===== config.mk =====
export PLATFORM = sky130hd
export DESIGN_NAME = spi_reg_top
export DESIGN_NICKNAME = d
export VERILOG_FILES = /design/src/spi_pkg.sv /design/src/spi_frame_if.sv /design/src/spi_synchronizer.sv /design/src/spi_shift_reg.sv /design/src/spi_minion.sv /design/src/reg_bridge.sv /design/src/spi_reg_top.sv
export SDC_FILE = /design/constraint.sdc
export NUM_CORES = 1
export LEC_CHECK = 0
export BUFFER_PORTS_ARGS = -buffer_cell sky130_fd_sc_hd__buf_2
export CAP_MARGIN = 10
export CORE_UTILIZATION = 52
export DETAILED_ROUTE_END_ITERATION = 8
export PLACE_DENSITY = 0.67
export SYNTH_ARGS = -nofsm -noshare
export SYNTH_HDL_FRONTEND = slang
export SYNTH_SLANG_ARGS = --single-unit

===== constraint.sdc =====
create_clock -name clk -period 4.9 [get_ports clk]
set_clock_uncertainty 0.1 [all_clocks]
set_input_delay 0.735 -clock clk [delete_from_list [all_inputs] [get_ports clk]]
set_output_delay 0.735 -clock clk [all_outputs]
set_load 0.01 [all_outputs]

===== src/spi_pkg.sv =====
// ----------------------------------------------------------------------
// SPI register bridge package
// Frame layout, opcode and status encodings shared by the design
// ----------------------------------------------------------------------
`default_nettype none

package spi_pkg;

  // Frame geometry
  localparam int FRAME_BITS = 16;
  localparam int OP_MSB     = 15;
  localparam int OP_LSB     = 14;
  localparam int PAR_BIT    = 13;
  localparam int ADDR_MSB   = 12;
  localparam int ADDR_LSB   = 8;
  localparam int DATA_BITS  = 8;
  localparam int NUM_REGS   = 32;

  // One SPI frame, MSB shifted first
  typedef logic [FRAME_BITS-1:0] frame_t;

  // Command opcode in bits 15:14 of a host frame
  typedef enum logic [1:0] {
    OP_NOP   = 2'd0,
    OP_WRITE = 2'd1,
    OP_READ  = 2'd2,
    OP_RSVD  = 2'd3
  } opcode_t;

  // Status in bits 15:14 of a reply frame
  typedef enum logic [1:0] {
    ST_IDLE  = 2'd0,
    ST_ACK   = 2'd1,
    ST_PERR  = 2'd2,
    ST_BADOP = 2'd3
  } status_t;

endpackage

`default_nettype wire


===== src/spi_frame_if.sv =====
// ----------------------------------------------------------------------
// Push/pull frame interface between SPI minion and register bridge
// ----------------------------------------------------------------------
`timescale 1ns/10ps
`default_nettype none

interface spi_frame_if;
  import spi_pkg::*;

  logic   push_en;
  frame_t push_msg;
  logic   parity;
  logic   pull_en;
  frame_t pull_msg;

  modport minion (output push_en, push_msg, parity, pull_en, input pull_msg);
  modport bridge (input push_en, push_msg, parity, pull_en, output pull_msg);

endinterface

`default_nettype wire


===== src/spi_synchronizer.sv =====
// ----------------------------------------------------------------------
// Two-flop synchronizer for one asynchronous SPI pin
// Gives the synchronized level plus one-cycle edge pulses
// ----------------------------------------------------------------------
`timescale 1ns/10ps
`default_nettype none

module spi_synchronizer #(
  parameter logic idle_level = 1'b0
) (
  input  logic clk,
  input  logic rst,
  input  logic in_,
  output logic out,
  output logic posedge_,
  output logic negedge_
);

  logic sync_q1;
  logic sync_q2;
  logic prev_q;

  // All stages start at the idle level so reset gives no edge
  always_ff @(posedge clk) begin
    if (rst) begin
      sync_q1 <= idle_level;
      sync_q2 <= idle_level;
      prev_q  <= idle_level;
    end else begin
      sync_q1 <= in_;
      sync_q2 <= sync_q1;
      prev_q  <= sync_q2;
    end
  end

  assign out      = sync_q2;
  assign posedge_ = sync_q2 & ~prev_q;
  assign negedge_ = ~sync_q2 & prev_q;

endmodule

`default_nettype wire


===== src/spi_shift_reg.sv =====
// ----------------------------------------------------------------------
// Frame-wide shift register, MSB first
// Parallel load wins over an enabled one-bit shift
// ----------------------------------------------------------------------
`timescale 1ns/10ps
`default_nettype none

module spi_shift_reg (
  input  logic            clk,
  input  logic            rst,
  input  logic            d,
  input  logic            en,
  input  logic            load_en,
  input  spi_pkg::frame_t load,
  output spi_pkg::frame_t q
);
  import spi_pkg::*;

  always_ff @(posedge clk) begin
    if (rst) begin
      q <= '0;
    end else if (load_en) begin
      q <= load;
    end else if (en) begin
      // New bit enters at the LSB
      q <= {q[FRAME_BITS-2:0], d};
    end
  end

endmodule

`default_nettype wire


===== src/spi_minion.sv =====
// ----------------------------------------------------------------------
// SPI mode 0 minion
// Shifts one frame in and one out, pushes on cs rise, pulls on cs fall
// and flags odd parity over the lower 14 bits of the pushed frame
// ----------------------------------------------------------------------
`timescale 1ns/10ps
`default_nettype none

module spi_minion (
  input  logic              clk,
  input  logic              rst,
  input  logic              cs,
  input  logic              sclk,
  input  logic              mosi,
  output logic              miso,
  spi_frame_if.minion       frame
);
  import spi_pkg::*;

  logic   cs_level;
  logic   cs_rise;
  logic   cs_fall;
  logic   sclk_rise;
  logic   sclk_fall;
  logic   mosi_level;
  logic   shift_in_en;
  logic   shift_out_en;
  frame_t in_q;
  frame_t out_q;

  // --------------------------------------------------------------------
  // Pin synchronizers
  // --------------------------------------------------------------------

  // Chip select idles high
  spi_synchronizer #(.idle_level(1'b1)) cs_sync (
    .clk      (clk),
    .rst      (rst),
    .in_      (cs),
    .out      (cs_level),
    .posedge_ (cs_rise),
    .negedge_ (cs_fall)
  );

  spi_synchronizer #(.idle_level(1'b0)) sclk_sync (
    .clk      (clk),
    .rst      (rst),
    .in_      (sclk),
    .out      (),
    .posedge_ (sclk_rise),
    .negedge_ (sclk_fall)
  );

  spi_synchronizer #(.idle_level(1'b0)) mosi_sync (
    .clk      (clk),
    .rst      (rst),
    .in_      (mosi),
    .out      (mosi_level),
    .posedge_ (),
    .negedge_ ()
  );

  // --------------------------------------------------------------------
  // Frame shifters
  // --------------------------------------------------------------------

  // Sample on sclk rise, launch on sclk fall
  assign shift_in_en  = ~cs_level & sclk_rise;
  assign shift_out_en = ~cs_level & sclk_fall;

  spi_shift_reg shreg_in (
    .clk     (clk),
    .rst     (rst),
    .d       (mosi_level),
    .en      (shift_in_en),
    .load_en (1'b0),
    .load    ('0),
    .q       (in_q)
  );

  // Reply loaded at frame start, so the MSB is on miso before sclk rises
  spi_shift_reg shreg_out (
    .clk     (clk),
    .rst     (rst),
    .d       (1'b0),
    .en      (shift_out_en),
    .load_en (frame.pull_en),
    .load    (frame.pull_msg),
    .q       (out_q)
  );

  assign miso           = out_q[FRAME_BITS-1];
  assign frame.push_en  = cs_rise;
  assign frame.pull_en  = cs_fall;
  assign frame.push_msg = in_q;
  // Odd parity over bits 13:0 is an error, only meaningful in the push cycle
  assign frame.parity   = (^in_q[PAR_BIT:0]) & cs_rise;

endmodule

`default_nettype wire


===== src/reg_bridge.sv =====
// ----------------------------------------------------------------------
// Register bridge
// Decodes pushed SPI frames, keeps 32 eight-bit registers and holds
// the reply frame that the minion pulls at the next frame start
// ----------------------------------------------------------------------
`timescale 1ns/10ps
`default_nettype none

module reg_bridge (
  input  logic        clk,
  input  logic        rst,
  spi_frame_if.bridge frame
);
  import spi_pkg::*;

  opcode_t                    op;
  logic [ADDR_MSB-ADDR_LSB:0] addr;
  logic [DATA_BITS-1:0]       wdata;
  logic [DATA_BITS-1:0]       rdata;
  status_t                    status;
  logic                       wr_en;
  frame_t                     reply_d;
  frame_t                     reply_q;

  logic [DATA_BITS-1:0] regs [NUM_REGS];

  // --------------------------------------------------------------------
  // Field decode
  // --------------------------------------------------------------------

  assign op    = opcode_t'(frame.push_msg[OP_MSB:OP_LSB]);
  assign addr  = frame.push_msg[ADDR_MSB:ADDR_LSB];
  assign wdata = frame.push_msg[DATA_BITS-1:0];

  // --------------------------------------------------------------------
  // Reply build
  // --------------------------------------------------------------------

  always_comb begin
    status = ST_IDLE;
    rdata  = '0;
    wr_en  = 1'b0;
    // Parity error overrides the opcode
    if (frame.parity) begin
      status = ST_PERR;
    end else begin
      case (op)
        OP_NOP: begin
          status = ST_IDLE;
        end
        OP_WRITE: begin
          status = ST_ACK;
          rdata  = wdata;
          wr_en  = frame.push_en;
        end
        OP_READ: begin
          status = ST_ACK;
          rdata  = regs[addr];
        end
        default: begin
          status = ST_BADOP;
        end
      endcase
    end

    // Bit 13 stays 0, address always echoed
    reply_d                    = '0;
    reply_d[OP_MSB:OP_LSB]     = status;
    reply_d[ADDR_MSB:ADDR_LSB] = addr;
    reply_d[DATA_BITS-1:0]     = rdata;
  end

  // --------------------------------------------------------------------
  // Register bank and reply register
  // --------------------------------------------------------------------

  always_ff @(posedge clk) begin
    if (rst) begin
      for (int i = 0; i < NUM_REGS; i++) begin
        regs[i] <= '0;
      end
    end else if (wr_en) begin
      regs[addr] <= wdata;
    end
  end

  // Held between frames, read by the minion on its pull
  always_ff @(posedge clk) begin
    if (rst) begin
      reply_q <= '0;
    end else if (frame.push_en) begin
      reply_q <= reply_d;
    end
  end

  assign frame.pull_msg = reply_q;

endmodule

`default_nettype wire


===== src/spi_reg_top.sv =====
// ----------------------------------------------------------------------
// SPI register bridge top level
// SPI mode 0 minion joined to a 32-entry register bank
// ----------------------------------------------------------------------
`timescale 1ns/10ps
`default_nettype none

module spi_reg_top (
  input  logic clk,
  input  logic rst,
  input  logic cs,
  input  logic sclk,
  input  logic mosi,
  output logic miso
);

  // Push/pull link between minion and bridge
  spi_frame_if frame_if ();

  spi_minion u_minion (
    .clk   (clk),
    .rst   (rst),
    .cs    (cs),
    .sclk  (sclk),
    .mosi  (mosi),
    .miso  (miso),
    .frame (frame_if.minion)
  );

  reg_bridge u_bridge (
    .clk   (clk),
    .rst   (rst),
    .frame (frame_if.bridge)
  );

endmodule

`default_nettype wire


# Word-level counts from Yosys, hierarchy flattened
# Memories as Yosys holds them, arrays and structs flattened. A register that Yosys moved wholly into a read port is not among the register bits.
# Cells that the tools add are included.
[word_totals] ff_bits=55 mem_bits_rw=256 in_bits=5 out_inout_bits=1 elab_cells=48 n_memories=1
[mem_list] name="u_bridge.regs" words=32 word_bits=8 read_ports=1 rd_ports_with_merged_regs=1 write_ports=32 line="reg_bridge.sv:25" text="logic [DATA_BITS-1:0] regs [NUM_REGS];"
[op_classes] n_eq_ne=2 mux=18 bitwise=11 n_reduce_logical=5
[ops] operator="two-way mux 16 bit" n=2
[ops] operator="two-way mux 8 bit" n=2
[ops] operator="one-hot mux 8 bit (2 select lines)" n=1
[ops] operator="two-way mux 5 bit" n=3
[ops] operator="XOR reduction 14 bit" n=1
[ops] operator="two-way mux 1 bit" n=8
[ops] operator="OR reduction 8 bit" n=1
[ops] operator="bitwise AND 1 bit" n=7
[ops] operator="inverter 1 bit" n=4
[ops] operator="one-hot mux 2 bit (2 select lines)" n=1
[ops] operator="equality test 2 x 1 -> 1 bit (second input constant)" n=1
[ops] operator="equality test 2 bit (second input constant)" n=1
[ops] operator="logical NOT 2 bit" n=1
[ops] operator="two-way mux 2 bit" n=1
[ops] operator="nonzero test 2 bit" n=1
[ops] operator="OR reduction 2 bit" n=1

# Longest topological paths before layout
# Gate-level depths: netlist (run 1).
[depth] word_depth=9 mapped_depth=9

# Modules after synthesis
# Synthesis (run 1) repeated with hierarchy kept, for this count alone.
[hier_totals] hier_cells=1128 hier_area_um2=14765.4
[modules_own_cells] mod="reg_bridge" n_inst=1 cells_per_inst=947 area_per_inst_um2=12732.2 seq_area_each_um2=7987.7
[modules_own_cells] mod="spi_shift_reg" n_inst=2 cells_per_inst=71 area_per_inst_um2=805.8 seq_area_each_um2=320.3
[modules_own_cells] mod="spi_synchronizer (u_minion.mosi_sync ...)" n_inst=2 cells_per_inst=8 area_per_inst_um2=91.3 seq_area_each_um2=60.1
[modules_own_cells] mod="spi_minion" n_inst=1 cells_per_inst=15 area_per_inst_um2=146.4 seq_area_each_um2=0.0
[modules_own_cells] mod="spi_synchronizer (u_minion.cs_sync)" n_inst=1 cells_per_inst=8 area_per_inst_um2=92.6 seq_area_each_um2=60.1

# Worst setup path after synthesis (run 1)
# No wires, ideal clock.
[synth_path] kind="register to register" start="register u_minion.shreg_in.q[8]" end="memory u_bridge.regs[16][0] (enable)" setup_ns=0.375 t_arrival_ns=2.318 required_time_ns=4.425 setup_slack_ns=2.107 stages_incl_launch_ff=9 n_path_buf=1 cell_sequence="dfxtp_1 -> inv_1 -> ha_1 -> xnor2_1 -> xnor3_1 -> xnor2_2 -> buf_6 -> nand3b_4 -> o21bai_1"
[synth_lines] element="start, declared" line="spi_shift_reg.sv:15" text="output spi_pkg::frame_t q"
[synth_lines] element="start signal, assigned" line="spi_shift_reg.sv:23" text="q <= load;"
[synth_lines] element="start signal, assigned" line="spi_shift_reg.sv:26" text="q <= {q[FRAME_BITS-2:0], d};"
[synth_lines] element="end, declared" line="reg_bridge.sv:25"

==> results.cfg, run 1 <==
[run_status]
outcome = complete, no violations

[yosys]
synth_area_mm2 = 0.01419
yosys_warnings = 0
syn_nets = 1136
ys_ff_latch = 316
yosysUniqueCellTypes = 39
async_flop_share_pct = 0
ys.flop_type = edfxtp_1
synth_edf_count = 256
synth_top_area_cell = edfxtp_1
yosys-top-cells-area = edfxtp_1, dfxtp_1, nor2_1
syn_inst = 1123
ys_seq_area_share_pct = 62.66
synth_area_per_cell_um2 = 12.63
synth_top_area_share_pct = 54.19

[clock_network]
cts_resized = 0
clk_latency_ns = 0.57
cts_hold_buf = 0
cts_max_path_buffers = 3
cts_tree = done
root_buffer = clkbuf_16
clk_pin_slew_ns = 0.06
cts_buffers = 31
clock_sinks = 316
h-tree-depth = 1
cts_setup_buffers = 0

[sta]
setup_tns_ns = 0
hold_viol = 0
max_slew.worst_pin.slew_ns = 1.040
slew_headroom_pct = 30.66
max_clock_freq_ghz = 0.2488
fin_crit_sh_pct = 82.03
min_period_ns = 4.019
rsz0062_at_grt = false
slew_viol_final = 0
setup_viol = 0

[final_layout]
fill_cells = 2163
final_cells = 1452
nets = 1100
drive_gt1_share_pct = 13.59
syn2layout_area_growth_pct = 7.524
design_area_mm2 = 0.01525
n_antenna_cell = 0

[global_route]
grtUsageMet2_pct = 44.52
track_usage_pct = 27.81
met1_usage_pct = 36.54
grt_pass1_wl_um = 55710
met3_usage_pct = 7.138
grt_busiest_layer = met2
antenna_found_initial = 0
grt_max_degree = 65
grt-ovfl-total = 0
first_global_vias = 8394

[pwr]
combPwrFrac_pct = 2.4
ir_drop_v = 0.0002970
p_int_w = 0.004442
power.switching_w = 0.001143
power.leakage_nw = 4.714
powerDensity_mw_per_mm2 = 366.2
pwr-share-seq_pct = 53.8
swShare_pct = 20.47
p_clk_share_pct = 43.8

[place]
post-place-cells = 1395
gp_congestion = 0.9221
portBuffers = 5
hpwl_um = 24280
placed_area_mm2 = 0.01422

[floorplan]
die_width_um = 167.2
fp-row-count = 60
dieArea_mm2 = 0.02795
core_mm2 = 0.02688
ios = 6
die_h_um = 167.2
initial_utilization_pct = 52.78

[setup_path]
worstSetupPathType = register to register
worst-path-max-fanout = 36
cp-end-kind = register
cpLargestDelayFamily = XOR/XNOR gates
cpMaxStageDelayCell = o21bai_1
worstPathCellList = inv_1 > ha_1 > xnor2_1 > xnor3_1 > xnor2_2 > buf_4 > nand3_4 > o21bai_1
critPathRequiredTime_ns = 5.00
arrival_ns = 4.11
path_buf_inv = 2
crit_path_max_incr_delay_ns = 0.79
cp-start-kind = register

[routing]
routed_via_density = 6.155
wirelength_um = 38350
dr.pass1.iters = 5
post_drt_wl_per_cell_um = 26.41
routed-via-count = 8937
drc_errors = 0
drt_iter0_markers = 1160
ant_nets = 0

[flow_run]
maxCapViolations = 0

[hold_path]
min_path_type = input port to register
[cells in the mapped netlist, drive strengths merged (7+ instances only)]
library cell    n
a211oi         14
a21oi          31
a22oi          24
a31o            8
buf            56
clkbuf         29
dfxtp          60
edfxtp        256
ha              8
mux2           32
mux2i          62
mux4           32
nand2         106
nand3b          7
nor2          280
nor2b          17
o2111ai         8
o21ai           8
o21bai         32
o22ai          16
[power by group through the flow]
stage | Sequential [W] | Combinational [W] | Clock, W
detailed placement | 0.00306 | 0.000133 | 0
CTS | 0.00300 | 0.000133 | 0.00244
global route | 0.00301 | 0.000144 | 0.00255
global placement | 0.00306 | 0.000129 | 0
finish | 0.00300 | 0.000134 | 0.00245
floorplan | 0.00304 | 0.0000981 | 0
[layer usage]
layer / share of wire (%) / wire [µm] / vias up
li1: - / - / 3967
met1: 39 / 14790 / 4359
met2: 46 / 17810 / 513
met3: 11 / 4135 / 98
met4: 4.2 / 1616 / 0
met5: 0 / 0 / -
[cells by family after synthesis]
logic type | count (synthesis) | share of synthesized area (%)
AND/OR/NAND/NOR | 430 | 12.93
flip-flops | 316 | 62.66
AO/OA/AOI/OAI | 143 | 6.897
multiplexers | 126 | 12.00
buffers and inverters | 91 | 3.863
XOR/XNOR | 9 | 0.9525
adder cells (fa/ha/maj) | 8 | 0.7056
[worst register-to-register path, stage by stage, from the launching register on]
cell	delay, ns
dfxtp_1	0.43
inv_1	0.10
ha_1	0.31
xnor2_1	0.15
xnor3_1	0.46
xnor2_2	0.68
buf_4	0.30
nand3_4	0.32
o21bai_1	0.80
[path summary, 6_finish.rpt]
path / from / end / slack, ns / depth (start not counted)
worst min-delay path: sclk / u_minion.sclk_sync.sync_q1 / 0.28 / 2
worst min register to register: u_minion.mosi_sync.sync_q1 / u_minion.mosi_sync.out / 0.35 / 1
worst max-delay path: u_minion.shreg_in.q[8] / u_bridge.regs[9][1] / 0.88 / 8
worst max register to register: u_minion.shreg_in.q[8] / u_bridge.regs[9][1] / 0.88 / 8
[registers in the layout, indices dropped and copies added (netlist names), named ones only]
register / count
u_bridge.frame.pull_msg: 15
u_bridge.regs: 256
u_minion.cs_sync.out: 1
u_minion.cs_sync.prev_q: 1
u_minion.cs_sync.sync_q1: 1
u_minion.mosi_sync.out: 1
u_minion.mosi_sync.sync_q1: 1
u_minion.sclk_sync.out: 1
u_minion.sclk_sync.prev_q: 1
u_minion.sclk_sync.sync_q1: 1
u_minion.shreg_in.q: 16
u_minion.shreg_out.q: 16
[area by class of cell]
cell class                 instances  area [µm²]  share of cell area [%]
clock buffer                      40       849.6                   5.570
clock inverter                    17       186.4                   1.222
inverter                           6       22.52                  0.1476
multi-input combinational        716        4755                   31.17
sequential                       316        8894                   58.31
tap                              341       426.7                   2.797
timing repair buffer              16       120.1                  0.7875
[per-stage QoR]
step                      hold WS (ns)  setup slack [ns]  total power, W  utilization, %
after floorplan                 0.2895             2.107        0.003140               -
after global placement          0.3231            0.9840        0.003189           52.90
after detailed placement        0.3438            0.9947        0.003193           52.90
after CTS                       0.2753            0.9614        0.005580           56.76
after global routing            0.2813            0.7315        0.005705           56.76
final                           0.2780            0.8807        0.005585           56.76
[layout by cell type, fill, tap and decap left out, types with 24 or more instances in the layout]
cell type / count
o21bai_1: 32
edfxtp_1: 256
dfxtp_1: 58
nor2_1: 280
a21oi_1: 31
mux2i_1: 62
a22oi_1: 24
nand2_1: 106
mux2_2: 32
mux4_2: 32
clkbuf_16: 31
Note: power is estimated with default switching activity, not from simulation.
==> inputs of run 2 (changes only) <==
clock period = 4 ns   (was 4.9 ns; I/O delays follow)
==> results.cfg, run 2 (synthesized netlist as in run 1, its figures left out) <==
[floorplan]
ios = 6
die_width_um = 167.2
core_mm2 = 0.02688
die_h_um = 167.2
initial_utilization_pct = 52.78
dieArea_mm2 = 0.02795
fp-row-count = 60

[hold_path]
min_path_type = input port to register

[routing]
post_drt_wl_per_cell_um = 25.40
routed-via-count = 8894
ant_nets = 0
wirelength_um = 37110
routed_via_density = 6.088
drc_errors = 0
dr.pass1.iters = 6
drt_iter0_markers = 1206

[setup_path]
cp-end-kind = register
worstSetupPathType = register to register
arrival_ns = 3.58
worst-path-max-fanout = 36
critPathRequiredTime_ns = 4.09
cp-start-kind = register

[clock_network]
clk_pin_slew_ns = 0.06
cts_hold_buf = 0
root_buffer = clkbuf_16
h-tree-depth = 1
clk_latency_ns = 0.56
cts_setup_buffers = 0
cts_buffers = 31
cts_tree = done
cts_resized = 0
clock_sinks = 316
cts_max_path_buffers = 3

[place]
portBuffers = 5
place_ws_ns = 0.5763
hpwl_um = 24320
gp_congestion = 0.9020
post-place-cells = 1404

[final_layout]
nets = 1109
fill_cells = 2175
largest_reg_flops = 256
layout_commonest_cell = nor2_1
n_antenna_cell = 0
mostFrequentLayoutCells = nor2_1, edfxtp_1, nand2_1
final_cells = 1461
syn2layout_area_growth_pct = 8.097
top_regs = u_bridge.regs x256, u_minion.shreg_in.q x16, u_minion.shreg_out.q x16
largest_register = u_bridge.regs
drive_gt1_share_pct = 14.91

[pwr]
power.leakage_nw = 4.768
ir_drop_v = 0.0004745
powerDensity_mw_per_mm2 = 442.6

[sta]
slew_viol_final = 0
min_period_ns = 3.493
rsz0062_at_grt = false
max_clock_freq_ghz = 0.2863
slew_headroom_pct = 25.99
hold_viol = 0
max_slew.worst_pin.slew_ns = 1.110
fin_crit_sh_pct = 87.33
fin_ws_ns = 0.5069
setup_tns_ns = 0
setup_viol = 0

[global_route]
track_usage_pct = 26.78
grt_pass1_wl_um = 54050
grt-ovfl-total = 0
first_global_vias = 8444
grt_max_degree = 45
antenna_found_initial = 0

[flow_run]
maxCapViolations = 0

[run_status]
outcome = complete, no violations
==> run 2: cell types whose count changed in the layout (fill, tap and decap cells not counted) <==
cell and delta:
clkbuf_1 -3, clkinv_4 +1, clkbuf_8 -1, clkbuf_16 +4, bufinv_16 -3, clkinv_1 -4
clkinv_2 +4, buf_4 +9, clkinvlp_4 +2
==> run 2: path summary, 6_finish.rpt <==
path	startpoint	endpoint	slack (ns)	cells past startpoint
max	u_minion.shreg_in.q[8]	u_bridge.regs[8][6]	0.51	8
min	cs	u_minion.cs_sync.sync_q1	0.16	2
max reg2reg	u_minion.shreg_in.q[8]	u_bridge.regs[8][6]	0.51	8
min reg2reg	u_minion.cs_sync.sync_q1	u_minion.cs_sync.out	0.32	1
==> run 2: critical path, cell delays in order (launching register included) <==
cell,delay (ns)
dfxtp_1,0.43
inv_1,0.10
ha_1,0.32
xnor2_1,0.14
xnor3_1,0.44
xnor2_2,0.12
buf_4,0.32
nand3_4,0.39
o21bai_1,0.75
==> run 2: power breakdown <==
group	switching [W]	internal, W
logic	0.000108	0.0000572
registers	0.0000368	0.00364
clock network	0.00125	0.00170
total	0.00139	0.00539
==> run 2: metal layers <==
metal / wire, µm / track usage (%) / vias up
met5: 0 / 0 / -
met4: 1482 / 10.17 / 0
met3: 3852 / 5.743 / 100
met2: 17320 / 43.17 / 504
met1: 14460 / 35.82 / 4306
li1: - / - / 3984
==> run 2: metrics by stage <==
step	utilization (%)	power [W]	area (µm²)	hold slack (ns)
after global routing	57.06	0.006935	15330	0.1521
after floorplan	-	0.003847	14190	0.2895
final	57.06	0.006787	15330	0.1591
after CTS	57.06	0.006787	15330	0.1508
after detailed placement	53.15	0.003910	14290	0.2981
after global placement	53.15	0.003904	14290	0.2966
==> run 2: area by class of cell <==
class	instances	area, µm²	share of cell area, %
sequential	316	8894	58.00
clock buffer	40	924.6	6.030
clock inverter	17	125.1	0.8159
timing repair buffer	25	187.7	1.224
inverter	6	22.52	0.1469
multi-input combinational	716	4755	31.01
tap	341	426.7	2.782
